`src/common/frame_buf_macros.svh`:
```
//------------------------------
// Sizing constants for the frame buffer.
// FIFO depth must be a power of two equal to 2**FB_PTR_W.
// FB_LEN_W must hold the value FB_FIFO_DEPTH.
//------------------------------
`ifndef FRAME_BUF_MACROS_SVH
`define FRAME_BUF_MACROS_SVH

// Byte width on both sides of the buffer.
`define FB_DATA_W 8

// FIFO entries and pointer width.
`define FB_FIFO_DEPTH 16
`define FB_PTR_W 4

// Frame lengths run 1..16, so 5 bits.
`define FB_LEN_W 5

// Pending frame lengths held by the reader.
`define FB_LENQ_DEPTH 16

`endif

```
`src/common/frame_buf_pkg.sv`:
```
//------------------------------
// Shared types for the frame buffer.
// Widths follow the macros header.
//------------------------------
`default_nettype none

`include "frame_buf_macros.svh"

package frame_buf_pkg;

    // One data byte.
    typedef logic [`FB_DATA_W-1:0] fb_byte_t;

    // One frame length, 1 to FB_FIFO_DEPTH.
    typedef logic [`FB_LEN_W-1:0] fb_len_t;

    // Writer FSM states.
    typedef enum logic [1:0] {
        WR_IDLE,
        WR_FRAME,
        WR_DISCARD
    } wr_state_t;

    // Reader FSM states.
    typedef enum logic {
        RD_IDLE,
        RD_BURST
    } rd_state_t;

endpackage

`default_nettype wire

```
`src/byte_fifo/byte_fifo.sv`:
```
//------------------------------
// Byte FIFO with active-low strobes.
// Writes when full and reads when empty are ignored.
// rd_data is registered and only moves on a read strobe.
// clr is synchronous and wins over both strobes.
//------------------------------
`timescale 1ns/1ns
`default_nettype none

`include "frame_buf_macros.svh"

module byte_fifo
(
    input  wire                     clk,
    input  wire                     rst,
    input  wire                     clr,
    input  wire                     rd_n,
    input  wire                     wr_n,
    input  frame_buf_pkg::fb_byte_t wr_data,
    output frame_buf_pkg::fb_byte_t rd_data,
    output logic                    full,
    output logic                    empty
);

    // Depth in count width.
    localparam logic [`FB_PTR_W:0] DEPTH = `FB_FIFO_DEPTH;

    //------------------------------
    // Storage and pointers
    //------------------------------
    frame_buf_pkg::fb_byte_t mem [`FB_FIFO_DEPTH];

    logic [`FB_PTR_W-1:0] wr_ptr;
    logic [`FB_PTR_W-1:0] rd_ptr;

    // Occupancy, one bit wider than the pointers.
    logic [`FB_PTR_W:0] count;

    // Qualified strobes.
    logic do_wr;
    logic do_rd;

    assign do_wr = !wr_n && !full && !clr;
    assign do_rd = !rd_n && !empty && !clr;

    // Flags come straight from the count.
    // Same-cycle read and write leave them steady.
    assign full  = (count == DEPTH);
    assign empty = (count == '0);

    //------------------------------
    // Data path
    //------------------------------

    // Memory write.
    always_ff @(posedge clk)
    begin
        if (do_wr)
        begin
            mem[wr_ptr] <= wr_data;
        end
    end

    // Registered read data.
    always_ff @(posedge clk)
    begin
        if (!rd_n)
        begin
            rd_data <= mem[rd_ptr];
        end
    end

    //------------------------------
    // Pointers and count
    //------------------------------
    always_ff @(posedge clk or posedge rst)
    begin
        if (rst)
        begin
            wr_ptr <= '0;
            rd_ptr <= '0;
            count  <= '0;
        end
        else if (clr)
        begin
            wr_ptr <= '0;
            rd_ptr <= '0;
            count  <= '0;
        end
        else
        begin
            // Pointers wrap naturally at the power-of-two depth.
            if (do_wr)
            begin
                wr_ptr <= wr_ptr + 1'b1;
            end
            if (do_rd)
            begin
                rd_ptr <= rd_ptr + 1'b1;
            end

            // Up on write, down on read, hold on both.
            case ({do_wr, do_rd})
                2'b10:   count <= count + 1'b1;
                2'b01:   count <= count - 1'b1;
                default: count <= count;
            endcase
        end
    end

endmodule

`default_nettype wire

```
`src/rtl/frame_writer.sv`:
```
//------------------------------
// Input side FSM.
// One byte per in_valid, no back-pressure.
// A byte while full drops the whole buffer and the rest of its frame.
//------------------------------
`timescale 1ns/1ns
`default_nettype none

module frame_writer
(
    input  wire                     clk,
    input  wire                     rst,
    input  wire                     in_valid,
    input  frame_buf_pkg::fb_byte_t in_byte,
    input  wire                     in_last,
    input  wire                     fifo_full,
    output logic                    fifo_wr_n,
    output frame_buf_pkg::fb_byte_t fifo_wr_data,
    output logic                    fifo_clr,
    output logic                    frame_done,
    output frame_buf_pkg::fb_len_t  frame_len,
    output logic                    overflow
);

    frame_buf_pkg::wr_state_t state;

    // Bytes written so far in the current frame.
    frame_buf_pkg::fb_len_t len_cnt;
    frame_buf_pkg::fb_len_t len_next;

    logic accept;
    logic ovf;
    logic ovf_q;

    //------------------------------
    // Strobe decode
    //------------------------------

    // Byte goes into the FIFO.
    assign accept = in_valid && !fifo_full && (state != frame_buf_pkg::WR_DISCARD);

    // Byte hits a full FIFO.
    assign ovf = in_valid && fifo_full && (state != frame_buf_pkg::WR_DISCARD);

    // Write strobe follows in_valid in the same cycle.
    assign fifo_wr_n    = !accept;
    assign fifo_wr_data = in_byte;

    // Length including the byte being accepted.
    assign len_next = (state == frame_buf_pkg::WR_FRAME) ?
                      len_cnt + 1'b1 : frame_buf_pkg::fb_len_t'(1);

    // Clear and overflow share one registered pulse.
    assign fifo_clr = ovf_q;
    assign overflow = ovf_q;

    //------------------------------
    // FSM
    //------------------------------
    always_ff @(posedge clk or posedge rst)
    begin
        if (rst)
        begin
            state      <= frame_buf_pkg::WR_IDLE;
            len_cnt    <= '0;
            frame_done <= 1'b0;
            ovf_q      <= 1'b0;
        end
        else
        begin
            frame_done <= 1'b0;
            ovf_q      <= ovf;
            case (state)
                frame_buf_pkg::WR_IDLE,
                frame_buf_pkg::WR_FRAME:
                begin
                    if (accept)
                    begin
                        len_cnt <= len_next;
                        if (in_last)
                        begin
                            frame_done <= 1'b1;
                            state      <= frame_buf_pkg::WR_IDLE;
                        end
                        else
                        begin
                            state <= frame_buf_pkg::WR_FRAME;
                        end
                    end
                    else if (ovf)
                    begin
                        // Dropped byte may itself end the frame.
                        len_cnt <= '0;
                        state   <= in_last ? frame_buf_pkg::WR_IDLE
                                           : frame_buf_pkg::WR_DISCARD;
                    end
                end
                frame_buf_pkg::WR_DISCARD:
                begin
                    // Drop through the next last marker.
                    if (in_valid && in_last)
                    begin
                        state <= frame_buf_pkg::WR_IDLE;
                    end
                end
                default:
                begin
                    state <= frame_buf_pkg::WR_IDLE;
                end
            endcase
        end
    end

    // Length travels with frame_done.
    always_ff @(posedge clk)
    begin
        if (accept && in_last)
        begin
            frame_len <= len_next;
        end
    end

endmodule

`default_nettype wire

```
`src/rtl/frame_reader.sv`:
```
//------------------------------
// Output side FSM with a queue of frame lengths.
// Reads only complete frames, so the FIFO never runs dry mid burst.
// No output back-pressure. flush drops all queued lengths.
//------------------------------
`timescale 1ns/1ns
`default_nettype none

`include "frame_buf_macros.svh"

module frame_reader
(
    input  wire                     clk,
    input  wire                     rst,
    input  wire                     flush,
    input  wire                     frame_done,
    input  frame_buf_pkg::fb_len_t  frame_len,
    output logic                    fifo_rd_n,
    input  frame_buf_pkg::fb_byte_t fifo_rd_data,
    output logic                    out_valid,
    output frame_buf_pkg::fb_byte_t out_byte,
    output logic                    out_last
);

    localparam int QPTR_W = $clog2(`FB_LENQ_DEPTH);
    localparam logic [QPTR_W:0] QDEPTH = `FB_LENQ_DEPTH;

    //------------------------------
    // Length queue
    //------------------------------
    frame_buf_pkg::fb_len_t lenq [`FB_LENQ_DEPTH];

    logic [QPTR_W-1:0] q_wr_ptr;
    logic [QPTR_W-1:0] q_rd_ptr;
    logic [QPTR_W:0]   q_count;

    frame_buf_pkg::fb_len_t q_head;

    logic q_push;
    logic q_pop;
    logic q_nonempty;
    logic q_full;

    //------------------------------
    // Burst control
    //------------------------------
    frame_buf_pkg::rd_state_t state;

    // Bytes still to strobe, including the current one.
    frame_buf_pkg::fb_len_t remaining;

    logic rd_strobe;
    logic last_strobe;

    // Output pipeline, one cycle behind the strobe.
    logic valid_q;
    logic last_q;

    assign q_head     = lenq[q_rd_ptr];
    assign q_nonempty = (q_count != '0);
    assign q_full     = (q_count == QDEPTH);

    // Lost only if the queue is full.
    assign q_push = frame_done && !q_full;

    // Head length is taken when a burst starts.
    assign q_pop = (state == frame_buf_pkg::RD_IDLE) && q_nonempty && !flush;

    // Strobe decode.
    always_comb
    begin
        rd_strobe   = 1'b0;
        last_strobe = 1'b0;
        case (state)
            frame_buf_pkg::RD_IDLE:
            begin
                rd_strobe   = q_nonempty && !flush;
                last_strobe = (q_head == frame_buf_pkg::fb_len_t'(1));
            end
            frame_buf_pkg::RD_BURST:
            begin
                rd_strobe   = !flush;
                last_strobe = (remaining == frame_buf_pkg::fb_len_t'(1));
            end
            default:
            begin
                rd_strobe   = 1'b0;
                last_strobe = 1'b0;
            end
        endcase
    end

    assign fifo_rd_n = !rd_strobe;

    // FIFO data is already registered.
    assign out_byte  = fifo_rd_data;
    assign out_valid = valid_q;
    assign out_last  = last_q;

    // Queue storage.
    always_ff @(posedge clk)
    begin
        if (q_push)
        begin
            lenq[q_wr_ptr] <= frame_len;
        end
    end

    // Queue pointers. Flush wins over a same-cycle push.
    always_ff @(posedge clk or posedge rst)
    begin
        if (rst)
        begin
            q_wr_ptr <= '0;
            q_rd_ptr <= '0;
            q_count  <= '0;
        end
        else if (flush)
        begin
            q_wr_ptr <= '0;
            q_rd_ptr <= '0;
            q_count  <= '0;
        end
        else
        begin
            if (q_push)
            begin
                q_wr_ptr <= q_wr_ptr + 1'b1;
            end
            if (q_pop)
            begin
                q_rd_ptr <= q_rd_ptr + 1'b1;
            end
            case ({q_push, q_pop})
                2'b10:   q_count <= q_count + 1'b1;
                2'b01:   q_count <= q_count - 1'b1;
                default: q_count <= q_count;
            endcase
        end
    end

    //------------------------------
    // Burst FSM
    //------------------------------
    always_ff @(posedge clk or posedge rst)
    begin
        if (rst)
        begin
            state     <= frame_buf_pkg::RD_IDLE;
            remaining <= '0;
            valid_q   <= 1'b0;
            last_q    <= 1'b0;
        end
        else if (flush)
        begin
            // Abort burst and drop pending output.
            state     <= frame_buf_pkg::RD_IDLE;
            remaining <= '0;
            valid_q   <= 1'b0;
            last_q    <= 1'b0;
        end
        else
        begin
            valid_q <= rd_strobe;
            last_q  <= rd_strobe && last_strobe;
            case (state)
                frame_buf_pkg::RD_IDLE:
                begin
                    // One-byte frame finishes in the start cycle.
                    if (q_pop && !last_strobe)
                    begin
                        remaining <= q_head - 1'b1;
                        state     <= frame_buf_pkg::RD_BURST;
                    end
                end
                frame_buf_pkg::RD_BURST:
                begin
                    remaining <= remaining - 1'b1;
                    if (last_strobe)
                    begin
                        state <= frame_buf_pkg::RD_IDLE;
                    end
                end
                default:
                begin
                    state <= frame_buf_pkg::RD_IDLE;
                end
            endcase
        end
    end

endmodule

`default_nettype wire

```
`src/rtl/frame_buffer_top.sv`:
```
//------------------------------
// Frame buffer top level.
// Holds up to 16 bytes. Overflow drops the whole buffer.
// First output byte 3 cycles after the last input byte when idle.
//------------------------------
`timescale 1ns/1ns
`default_nettype none

module frame_buffer_top
(
    input  wire                     clk,
    input  wire                     rst,
    input  wire                     in_valid,
    input  frame_buf_pkg::fb_byte_t in_byte,
    input  wire                     in_last,
    output logic                    out_valid,
    output frame_buf_pkg::fb_byte_t out_byte,
    output logic                    out_last,
    output logic                    overflow,
    output logic                    buf_empty
);

    // Writer to FIFO.
    logic                    fifo_wr_n;
    frame_buf_pkg::fb_byte_t fifo_wr_data;
    logic                    fifo_clr;
    logic                    full;

    // Writer to reader.
    logic                    frame_done;
    frame_buf_pkg::fb_len_t  frame_len;

    // Reader to FIFO.
    logic                    fifo_rd_n;
    frame_buf_pkg::fb_byte_t rd_data;

    frame_writer u_frame_writer
    (
        .clk          (clk),
        .rst          (rst),
        .in_valid     (in_valid),
        .in_byte      (in_byte),
        .in_last      (in_last),
        .fifo_full    (full),
        .fifo_wr_n    (fifo_wr_n),
        .fifo_wr_data (fifo_wr_data),
        .fifo_clr     (fifo_clr),
        .frame_done   (frame_done),
        .frame_len    (frame_len),
        .overflow     (overflow)
    );

    byte_fifo u_byte_fifo
    (
        .clk     (clk),
        .rst     (rst),
        .clr     (fifo_clr),
        .rd_n    (fifo_rd_n),
        .wr_n    (fifo_wr_n),
        .wr_data (fifo_wr_data),
        .rd_data (rd_data),
        .full    (full),
        .empty   (buf_empty)
    );

    // Overflow clear also flushes the reader.
    frame_reader u_frame_reader
    (
        .clk          (clk),
        .rst          (rst),
        .flush        (fifo_clr),
        .frame_done   (frame_done),
        .frame_len    (frame_len),
        .fifo_rd_n    (fifo_rd_n),
        .fifo_rd_data (rd_data),
        .out_valid    (out_valid),
        .out_byte     (out_byte),
        .out_last     (out_last)
    );

endmodule

`default_nettype wire

```
`config.mk`:
```
export PLATFORM = sky130hd
export DESIGN_NAME = frame_buffer_top
export DESIGN_NICKNAME = d
export VERILOG_FILES = /design/src/common/frame_buf_pkg.sv /design/src/byte_fifo/byte_fifo.sv /design/src/rtl/frame_writer.sv /design/src/rtl/frame_reader.sv /design/src/rtl/frame_buffer_top.sv
export VERILOG_INCLUDE_DIRS = /design/src /design/src/common
export SDC_FILE = /design/constraint.sdc
export NUM_CORES = 1
export LEC_CHECK = 0
export ABC_AREA = 0
export BUFFER_PORTS_ARGS = -buffer_cell sky130_fd_sc_hd__buf_2
export CAP_MARGIN = 20
export CORE_UTILIZATION = 62
export DETAILED_ROUTE_END_ITERATION = 6
export HOLD_SLACK_MARGIN = 0.05
export PLACE_DENSITY = 0.79
export SLEW_MARGIN = 40
export SYNTH_ARGS = -nofsm -noshare
export SYNTH_HDL_FRONTEND = slang
export SYNTH_SLANG_ARGS = --single-unit
```
`constraint.sdc`:
```
create_clock -name clk -period 3.7 [get_ports clk]
set_input_delay 0.185 -clock clk [delete_from_list [all_inputs] [get_ports clk]]
set_output_delay 0.185 -clock clk [all_outputs]
set_load 0.1 [all_outputs]
```
# After elaboration in Yosys (flattened, before gate mapping)
# Memory sizes are Yosys's and may differ from the RTL's. A register that Yosys moved wholly into a read port is not among the register bits.
# Index checks and enable logic that the tools add are counted.
# W data, S select, Z words.
classes:
  n_addsub: 11
  mul: 0
  div: 0
  order_cmp: 0
  n_eq_ne: 14
  shifts: 0
  mux: 39
  bitwise: 1
  n_reduce_logical: 34
ops:
  columns: ["op", "n"]
  rows:
  - ["$mux W5", 7]
  - ["$mux W4", 8]
  - ["$pmux W5 S2", 3]
  - ["$sub A5 B1 Y5 const B", 4]
  - ["$add A4 B1 Y4 const B", 4]
  - ["$logic_and A1 B1 Y1", 16]
  - ["$add A5 B1 Y5 const B", 3]
  - ["$mux W1", 13]
  - ["$eq A5 B1 Y1 const B", 2]
  - ["$eq A5 B5 Y1 const B", 2]
  - ["$reduce_bool A2 Y1", 5]
  - ["$mux W2", 4]
  - ["$eq A2 B1 Y1 const B", 3]
  - ["$eq A2 B2 Y1 const B", 3]
  - ["$pmux W1 S2", 3]
  - ["$reduce_bool A3 Y1", 2]
  - ["$logic_not A1 Y1", 5]
  - ["$logic_not A5 Y1", 1]
  - ["$reduce_bool A5 Y1", 1]
  - ["$pmux W2 S2", 1]
  - ["$reduce_and A2 Y1", 2]
  - ["$ne A3 B1 Y1 const B", 1]
  - ["$ne A3 B3 Y1 const B", 1]
  - ["$logic_not A2 Y1", 1]
  - ["other kinds (4)", 4]
word_totals:
  regBits: 48
  latchBits: 0
  mem_bits_rw: 208
  romBits: 0
  memories: 2
mem_list:
  columns: ["name", "words", "word_bits", "read_ports", "rd_clocked_by_memory_dff", "wr", "line_no", "rtl"]
  rows:
  - ["u_byte_fifo.mem", 16, 8, 1, 1, 1, "byte_fifo.sv:31", "frame_buf_pkg::fb_byte_t mem [`FB_FIFO_DEPTH];"]
  - ["u_frame_reader.lenq", 16, 5, 1, 0, 1, "frame_reader.sv:31", "frame_buf_pkg::fb_len_t lenq [`FB_LENQ_DEPTH];"]

# Logic depth before layout (Yosys ltp)
# Gate-level depths: netlist of the first run.
logic_depth:
  word_depth: 9
  mapped_depth: 13

# Hierarchy
# Synthesis of the first run repeated with hierarchy kept, for this count alone.
hier_totals:
  cells_unflattened: 712
  area_unflattened_um2: 11511.0
by_module_without_submodules:
  columns: ["mod", "instances", "cells_per_inst", "area_per_inst_um2"]
  rows:
  - ["byte_fifo", 1, 332, 6180.9]
  - ["frame_reader", 1, 313, 4623.2]
  - ["frame_writer", 1, 67, 706.9]

# Least setup slack after synthesis of the first run
# OpenSTA, ideal clock, no wires.
synth_timing:
  path_type: "flip-flop to flip-flop"
  startpoint: "register u_byte_fifo.count[0]"
  endpoint: "register u_byte_fifo.count[4]"
  setup_ns: 0.083
  arrival_ns: 4.040
  required_time_ns: 3.617
  path_slack_ns: -0.423
  path_stages_with_launch: 14
  period_less_slack_ns: 4.123
  path_cell_list: "dfrtp_1 -> nor4_1 -> nor2b_1 -> nor2b_1 -> clkbuf_1 -> o21ai_0 -> inv_1 -> ha_1 -> a21o_1 -> a21oi_1 -> or3_1 -> a21oi_1 -> a31oi_1 -> o21ai_0"
synth_via:
  word_cells_on_any_way: 17
  cone_classes: "add/sub: 2; eq/ne: 3; mux: 2; reduce/logical: 10"
synth_rtl:
  columns: ["item", "line_no", "rtl"]
  rows:
  - ["from (decl)", "byte_fifo.sv:37", "logic [`FB_PTR_W:0] count;"]
  - ["from (signal assigned)", "byte_fifo.sv:104", "2'b10: count <= count + 1'b1;"]
  - ["from (signal assigned)", "byte_fifo.sv:105", "2'b01: count <= count - 1'b1;"]
  - ["from (signal assigned)", "byte_fifo.sv:106", "default: count <= count;"]
  - ["$logic_not A5 Y1 *", "byte_fifo.sv:49", "assign empty = (count == '0);"]
  - ["via buf_empty", "frame_buffer_top.sv:20", "output logic buf_empty"]
  - ["$logic_not A1 Y1 *", "byte_fifo.sv:44", "assign do_rd = !rd_n && !empty && !clr;"]
  - ["$logic_and A1 B1 Y1 * (2 in series)", "byte_fifo.sv:44", null]
  - ["$eq A2 B1 Y1 or $eq A2 B2 Y1 (tied branches)", "byte_fifo.sv:103", "case ({do_wr, do_rd})"]
  - ["$pmux W5 S2", "byte_fifo.sv:103", null]
  - ["$mux W5", "byte_fifo.sv:84", "else if (clr)"]
# The timed path passes the listed nets; every way through them passes the cells marked *.
# A chain may end at the register's enable or synchronous reset.

# Final worst setup path of the first run
layout_timing:
  startpoint: "register u_frame_reader.q_count[1]"
  endpoint: "register u_frame_reader.q_count[4]"
layout_via:
  elab_chain_len: 6
  word_cells_on_any_way: 13
  cone_classes: "add/sub: 2; eq/ne: 3; mux: 2; reduce/logical: 6"
layout_rtl:
  columns: ["item", "line_no", "rtl"]
  rows:
  - ["from (decl)", "frame_reader.sv:35", "logic [QPTR_W:0] q_count;"]
  - ["from (signal assigned)", "frame_reader.sv:135", "2'b10: q_count <= q_count + 1'b1;"]
  - ["from (signal assigned)", "frame_reader.sv:136", "2'b01: q_count <= q_count - 1'b1;"]
  - ["from (signal assigned)", "frame_reader.sv:137", "default: q_count <= q_count;"]
  - ["$eq A5 B5 Y1 or $reduce_bool A5 Y1 (tied branches)", "frame_reader.sv:61, frame_reader.sv:60", null]
  - ["$logic_not A1 Y1 or $logic_and A1 B1 Y1 (tied branches)", "frame_reader.sv:64, frame_reader.sv:67", null]
  - ["$logic_and A1 B1 Y1, on equally long branches", "frame_reader.sv:64, frame_reader.sv:67", null]
  - ["$eq A2 B1 Y1 or $eq A2 B2 Y1 (tied branches)", "frame_reader.sv:134", "case ({q_push, q_pop})"]
  - ["$pmux W5 S2", "frame_reader.sv:134", null]
  - ["$mux W5", "frame_reader.sv:118", "else if (flush)"]
# Parallel ways exist; a longest one is shown, timed or not.

==> summary.txt, run 1 <==
CTS
  • Clock latency on the worst-skew pair: between 0.5 and 0.6 ns
  • CTS buffer count: 26
  • H-Tree Depth: 1
  • Post-CTS setup buffers: 0
  • CTS clock-pin slew for the worst setup and hold paths: ~0.060 ns
  • CTS sink cnt: 264
  • Clk root buf: clkbuf_16
  • CTS tree: done
  • Clk buf depth: 3

Critical path
  • FF-to-FF End: u_frame_reader.q_count[4]
  • R2R depth: 11
  • Worst path required time: between 4 and 5 ns
  • Register-to-register setup slack: approximately 0.42 ns
  • CP max stage cell: nor4_1
  • Worst Setup Path Type: register to register
  • WP data arrival: about 3.7 ns
  • CP Launch Type: register
  • Crit path cell chain: nor4_1 -> a21boi_1 -> nor3_1 -> nand2b_1 -> inv_1 -> ha_1 -> a21o_1 -> a21oi_1 -> mux2i_1 -> xnor2_1 -> nor2_1
  • R2r startpoint: u_frame_reader.q_count[1]
  • Critical path peak fanout: 10
  • Top delay family on crit path: simple AND/OR/NAND/NOR gates
  • Critical path capture point type: register
  • Max incr delay on CP: between 0.5 and 0.6 ns
  • Worst path bufs/invs: 1

Floorplan
  • Initial Util: a little under two thirds
  • Die X-Extent: roughly 140 um
  • Die area: 0.0183 mm^2
  • FP Rows: 48
  • Die height: 135 um
  • Io pins: 24
  • Core box area: 0.0174 mm^2

STA
  • Tightest Pin Transition: around 0.8 ns
  • Max Slew Vio Count: 0
  • RSZ-0062 raised after global routing: no
  • Worst Skew: roughly 0.023 ns
  • Final Hold Vio Count: 0
  • TNS Setup: 0 ns
  • Tcrit/Tclk final: 88.7%
  • Crit path time final: between 3 and 4 ns
  • Final-report setup violation count: 0
  • Final WS setup: roughly 0.42 ns
  • Max-slew headroom: 46.4%
  • Max Fclk: 305 MHz

Synth
  • Mapped Area: around 0.011 mm^2
  • Synth Instances: roughly 640
  • Post-synth top area share: roughly 60%
  • Commonest cells in the netlist: 221 x edfxtp_1, 60 x nor2_1, 56 x mux4_2
  • Register area share after synthesis: 69.9%
  • Asr flop ratio synth: between 15 and 20%
  • Yosys reg bits: about 260
  • Most instantiated library cell after synthesis: edfxtp_1
  • Yosys Warn Count: 0
  • Yosys top cell by area: edfxtp_1
  • Avg Cell Area, Syn: around 17 um^2
  • Top cells by area, synth: edfxtp_1 60%, mux4_2 11%, dfrtp_1 9.8%, ha_1 2.4%, nor2_1 2.0%
  • Top_reg_cell synth: edfxtp_1
  • Post-synth EDFFs: 221
  • Synth unique cells: between 50 and 60
  • Syn_nets: roughly 680

Power and ir drop
  • Reg power frac: a little over two fifths
  • Leak: 4.37 nW
  • Internal cell power: around 0.0066 W
  • VDD IR max: approximately 0.00057 V
  • Combinational share of power: around a third
  • Clock share of power: about a quarter
  • Sw Ratio: between 30 and 40%
  • P per Cell Area: approximately 800 mW/mm^2
  • NetSw: 0.00349 W

Route
  • Total Wirelength: around 21000 um
  • DRT Pass-1 Iters: 4
  • DRC viols: 0
  • DR vias: 5844
  • Initial DRC Count: 492
  • Routed Antenna Nets: 0
  • Wire length per cell: approximately 22 um
  • Vias per cell: 6.26

Status
  • Status: complete, no violations

GRT
  • Gr usage total: ~24%
  • First-pass GRT wire length: 33100 um
  • Vias in the first global route: ~6000
  • Gr ovfl total: 0
  • Antenna violations before repair: 0
  • Pin count of the biggest net entering global routing: 44

Placed design
  • Gp weighted congestion: 0.816
  • HPWL Detailed: ~13000 um
  • IO Port Bufs: 23
  • Place WS: 0.255 ns

Job
  • Max-cap viol count: 0

Layout
  • Area Growth Syn to Fin: 12.0%
  • Layout filler cell count: just over 1000
  • Ant. Diodes: 0
  • Layout cells sized above 1: between 20 and 25%
  • Nets: 724

Hold path
  • Worst Hold Launch: in_byte[3]
  • WHS Path Cells: 1
  • Hold Path End: u_byte_fifo.mem[5][3]
  • Worst Hold Class: input pin to register
stage by stage:
stage          util (%)  power [W]  hold WS [ns]  cell area (um^2)  std cells
5_1_grt            71.2     0.0106        0.0628             12400        934
4_1_cts            71.2     0.0102        0.0501             12400        934
3_5_place_dp       65.8    0.00761         0.277             11400        875
2_1_floorplan         -    0.00678         0.284             11000        644
6_report           71.2     0.0101        0.0732             12400        934
3_3_place_gp       65.7    0.00742         0.417             11400        875
state kept, by name, indices dropped and copies added (netlist names):
name	cells
u_byte_fifo.mem	128
u_frame_reader.lenq	80
u_byte_fifo.rd_data	8
u_byte_fifo.count	5
u_frame_reader.q_count	5
u_frame_reader.remaining	5
u_frame_writer.frame_len	5
u_frame_writer.len_cnt	5
u_byte_fifo.rd_ptr	4
u_byte_fifo.wr_ptr	4
u_frame_reader.q_rd_ptr	4
u_frame_reader.q_wr_ptr	4
u_frame_writer.state	2
u_frame_reader.out_last	1
u_frame_reader.out_valid	1
u_frame_reader.state	1
u_frame_writer.fifo_clr	1
u_frame_writer.frame_done	1
power groups by stage:
stage	clock, W	combinational [W]	sequential [W]
after floorplan	0	0.00242	0.00437
after global placement	0	0.00313	0.00429
after detailed placement	0	0.00328	0.00433
after CTS	0.00256	0.00332	0.00428
after global routing	0.00267	0.00359	0.00434
final	0.00253	0.00330	0.00428
cells by family (layout without fill, tap and decap cells):
family	Yosys count	count (layout)	share of synthesized area, %
AO/OA/AOI/OAI	52	52	3.44
flip-flops	264	264	69.9
XOR/XNOR	24	24	1.90
AND/OR/NAND/NOR	155	155	6.84
multiplexers	73	73	13.1
adder cells (fa/ha/maj)	23	23	2.74
buffers and inverters	53	118	2.05
cell type report:
| type | instances | area [um^2] | area share [%] |
|---|---|---|---|
| tap | 225 | 282 | 2.28 |
| multi-input combinational | 327 | 3110 | 25.1 |
| timing repair buffer | 48 | 343 | 2.77 |
| clock inverter | 17 | 158 | 1.28 |
| sequential | 264 | 7720 | 62.4 |
| inverter | 22 | 85.1 | 0.688 |
| clock buffer | 31 | 669 | 5.41 |
metal layers:
metal | wire length [um] | vias to the layer above | global-route usage [%]
li1 | - | 2591 | -
met1 | 9080 | 2994 | 36.0
met2 | 9850 | 223 | 38.4
met3 | 1530 | 36 | 4.30
met4 | 417 | 0 | 5.99
met5 | 0 | - | 0
worst max path at each step:
stage,startpoint,endpoint,cells past startpoint
floorplan,u_byte_fifo.count[0],u_byte_fifo.count[4],13
global placement,u_frame_reader.q_count[4],u_byte_fifo.count[4],12
detailed placement,u_frame_reader.q_count[4],u_byte_fifo.count[4],12
CTS,u_frame_reader.q_count[4],u_byte_fifo.count[4],12
global route,u_frame_reader.q_count[1],u_frame_reader.q_count[4],11
finish,u_frame_reader.q_count[1],u_frame_reader.q_count[4],11
placed cells by master, fill, tap and decap left out, drive strengths merged, types with 3 or more instances in the layout:
cell type    netlist  final
nor2              60     60
and2               5      5
dlygate4sd3        0     11
o21ai              9      9
nand2             30     30
xor2              13     13
a21o               4      4
nand2b            10     10
mux2i             14     14
inv               22     22
nor3               9      9
clkinv             0     11
nor2b              5      5
dfrtp             43     43
a21oi              9      9
o41ai              3      3
mux4              57     57
and3               5      5
nor3b              3      3
a22o               3      3
xnor2             11     11
a31oi              4      4
clkbuf            23     31
buf                8     37
ha                21     21
nor4               7      7
nand4              3      3
a221oi             4      4
nand3b             4      4
edfxtp           221    221
nand3              8      8
a22oi              4      4
clkinvlp           0      4
repair_timing:
| action | 4_1_cts | 5_1_grt |
|---|---|---|
| endpoints found under the hold margin | 113 | 0 |
| resized for setup | 0 | 1 |
| setup endpoints to repair | 0 | 1 |
| hold buffers | 11 | 0 |
No activity file was read; power rests on OpenSTA's default activity.
==> inputs of run 2 (changes only) <==
--- a/config.mk
+++ b/config.mk
@@ -7,12 +7,13 @@
 export NUM_CORES = 1
 export LEC_CHECK = 0
 export ABC_AREA = 0
-export BUFFER_PORTS_ARGS = -buffer_cell sky130_fd_sc_hd__buf_2
+export BUFFER_PORTS_ARGS = -buffer_cell sky130_fd_sc_hd__buf_4
 export CAP_MARGIN = 20
-export CORE_UTILIZATION = 62
+export CORE_UTILIZATION = 67
 export DETAILED_ROUTE_END_ITERATION = 6
+export GPL_TIMING_DRIVEN = 0
 export HOLD_SLACK_MARGIN = 0.05
-export PLACE_DENSITY = 0.79
+export PLACE_DENSITY = 0.84
 export SLEW_MARGIN = 40
 export SYNTH_ARGS = -nofsm -noshare
 export SYNTH_HDL_FRONTEND = slang
==> constraint.sdc (replaced) <==
create_clock -name clk -period 4.2 [get_ports clk]
set_input_delay 0.21 -clock clk [delete_from_list [all_inputs] [get_ports clk]]
set_output_delay 0.21 -clock clk [all_outputs]
set_load 0.1 [all_outputs]
==> run 2 against run 1 <==
Effect of this change: cell area rose by 1.8%; hold slack improved by 0.22 ns; count of clock-buffer cells in the layout rose by 1; combinational power rose by 2%; die area fell by 7.4%; cell count rose by 1.7%; power fell by 7.7%; critical path type unchanged; utilization rose by 7.4 points; fmax fell by 4.8%; largest cell class unchanged.
==> summary.txt, run 2 (same netlist as run 1, synthesis figures left out) <==
Status
  • Status: complete, no violations

Critical path
  • R2R depth: 11 (unchanged)
  • CP max stage cell: buf_1
  • FF-to-FF End: u_frame_reader.remaining[2]
  • Crit path cell chain: clkbuf_2 -> buf_1 -> mux4_2 -> a22oi_1 -> nand3_1 -> inv_1 -> ha_1 -> inv_1 -> o32ai_4 -> o32a_1 -> a21oi_1
  • Worst path required time: 4.57 ns (+0.49 ns)
  • Most used cell, CP: inv_1
  • Register-to-register setup slack: 0.75 ns (+0.33 ns)
  • Worst Setup Path Type: register to register
  • Critical path capture point type: register
  • Max incr delay on CP: 0.60 ns (+0.03 ns)
  • WP data arrival: 3.82 ns (+0.16 ns)
  • CP Launch Type: register
  • R2r startpoint: u_frame_reader.q_rd_ptr[1]
  • Critical path peak fanout: 10 (unchanged)

GRT
  • Pin count of the biggest net entering global routing: 44 (unchanged)
  • Antenna violations before repair: 0 (unchanged)
  • Vias in the first global route: 6414 (+6.8%)
  • First-pass GRT wire length: 37100 um (+12%)
  • Gr usage total: 30.4% (+6.1 points)
  • Gr ovfl total: 0 (unchanged)

Floorplan
  • Die area: 0.0170 mm^2 (-7.4%)
  • FP Rows: 46 (-4.2%)
  • Die X-Extent: 130 um (-3.7%)
  • Core box area: 0.0160 mm^2 (-7.8%)
  • Io pins: 24 (unchanged)
  • Die height: 130 um (-3.7%)
  • Initial Util: 69.0% (+5.4 points)

STA
  • Final Hold Vio Count: 0 (unchanged)
  • Max-slew headroom: 44.3% (-2.1 points)
  • Max Fclk: 290 MHz (-4.8%)
  • TNS Setup: 0 ns (unchanged)
  • Worst hold slack: 0.293 ns (+0.220 ns)
  • Max Slew Vio Count: 0 (unchanged)
  • Worst Skew: 0.0108 ns (-0.0120 ns)
  • Tcrit/Tclk final: 82.0% (-6.6 points)
  • Final-report setup violation count: 0 (unchanged)
  • Tightest Pin Transition: 0.833 ns (+0.0345 ns)
  • RSZ-0062 raised after global routing: no
  • Crit path time final: 3.45 ns (+0.165 ns)

CTS
  • CTS sink cnt: 264 (unchanged)
  • H-Tree Depth: 1 (unchanged)
  • Clk root buf: clkbuf_16
  • Post-CTS sizing: 0 (unchanged)
  • Post-CTS setup buffers: 0 (unchanged)
  • CTS clock-pin slew for the worst setup and hold paths: 0.07 ns (about the same)
  • CTS tree: done
  • Clock latency on the worst-skew pair: 0.53 ns (about the same)
  • Clk buf depth: 3 (unchanged)
  • CTS buffer count: 26 (unchanged)

Power and ir drop
  • NetSw: 0.00328 W (-6.0%)
  • Combinational share of power: 36.3% (+3.6 points)
  • Leak: 4.46 nW (+2.2%)
  • Sw Ratio: 35.2% (+0.63 points)
  • P per Cell Area: 741 mW/mm^2 (-9.3%)
  • Reg power frac: 38.1% (-4.2 points)
  • Total power: 0.00932 W (-7.7%)
  • Internal cell power: 0.00604 W (-8.6%)
  • Clock share of power: 25.6% (+0.6 points)
  • VDD IR max: 0.000472 V (-17%)

Placed design
  • Inst Count DP: 889 (+1.6%)
  • IO Port Bufs: 23 (unchanged)
  • HPWL Detailed: 14500 um (+7.8%)
  • Gp weighted congestion: 0.849 (+4.1%)

Layout
  • Max FFs per register: 128 (unchanged)
  • Layout cells sized above 1: 21.1% (+0.95 points)
  • Nets: 749 (+3.5%)
  • Most common cell after layout, fill and taps aside: edfxtp_1
  • Most frequent cells in the layout: 221 x edfxtp_1, 56 x mux4_2, 55 x nor2_1
  • Registers with the most flip-flops: u_byte_fifo.mem: 128 flops, u_frame_reader.lenq: 80 flops, u_byte_fifo.rd_data: 8 flops
  • Biggest register: u_byte_fifo.mem
  • Ant. Diodes: 0 (unchanged)
  • Area Growth Syn to Fin: 14.0%
  • Finished Layout Cells: 950 (+1.7%)

Route
  • Wire length per cell: 24.9 um (+11%)
  • DRC viols: 0 (unchanged)
  • Initial DRC Count: 762 (+55%)
  • DRT Pass-1 Iters: 5 (+1)
  • DR vias: 6247 (+6.9%)
  • Total Wirelength: 23700 um (+13%)
  • Routed Antenna Nets: 0 (unchanged)
  • Vias per cell: 6.58 (+5.1%)

Hold path
  • Worst Hold Class: input pin to async pin

Job
  • Max-cap viol count: 0 (unchanged)
==> run 2: changes by cell type in the layout (fill, tap and decap cells not counted), sizes merged <==
cell,before,now
bufinv,2,3
clkbuf,31,56
clkinvlp,4,3
inv,22,23
dlygate4sd3,11,12
clkinv,11,9
==> run 2: worst max-delay path by stage <==
| stage | start | depth (start not counted) | to |
|---|---|---|---|
| after floorplan | u_byte_fifo.count[0] | 13 | u_byte_fifo.count[4] |
| after global placement | u_byte_fifo.count[0] | 7 | u_byte_fifo.mem[1][5] |
| after detailed placement | u_frame_reader.q_count[1] | 13 | u_byte_fifo.count[4] |
| after CTS | u_frame_reader.q_count[1] | 13 | u_byte_fifo.count[4] |
| after global routing | u_frame_reader.q_count[0] | 13 | u_byte_fifo.count[4] |
| final | u_frame_reader.q_rd_ptr[1] | 11 | u_frame_reader.remaining[2] |
==> run 2: timing repair <==
item | in CTS | in global routing
setup endpoints to repair | 0 | 0
hold buffers | 12 | 0
hold endpoints to repair | 175 | 0
==> run 2: critical path: cells and delay by family, from the launching register on <==
family                     cells  cell delay, ns
buffers and inverters          4            1.12
AOI/OAI and AO/OA              4            0.98
muxes                          1            0.46
DFF                            1            0.37
adders and majority gates      1            0.19
and+or+nand+nor                1            0.18
==> run 2: routing by layer <==
metal / wire [um] / GRT usage (%) / vias to the layer above
met3: 1860 / 4.35 / 68
met4: 817 / 11.5 / 0
met2: 11500 / 47.9 / 333
met5: 0 / 0 / -
met1: 9500 / 44.3 / 3199
li1: - / - / 2647
==> run 2: layout make-up <==
cell class                 instances  area (um^2)
buffer                            31          148
clock buffer                      32          724
clock inverter                    16          168
fill                             868         3420
inverter                          22         85.1
multi-input combinational        327         3140
sequential                       264         7710
tap                              216          270
timing repair buffer              42          330
==> run 2: metrics by stage <==
stage | util, % | cell area (um^2) | setup WS (ns)
6_report | 78.6 | 12600 | 0.755
5_1_grt | 78.6 | 12600 | 0.411
4_1_cts | 78.5 | 12600 | 0.789
3_5_place_dp | 72.2 | 11500 | 0.818
3_3_place_gp | 71.7 | 11500 | 0.376
2_1_floorplan | - | 11000 | 0.0773
==> run 2: power groups by stage <==
stage / clock, W / combinational, W / sequential [W]
after global placement: 0 / 0.00305 / 0.00355
after global routing: 0.00250 / 0.00364 / 0.00359
after floorplan: 0 / 0.00213 / 0.00384
after detailed placement: 0 / 0.00323 / 0.00358
after CTS: 0.00240 / 0.00334 / 0.00355
final: 0.00239 / 0.00338 / 0.00355
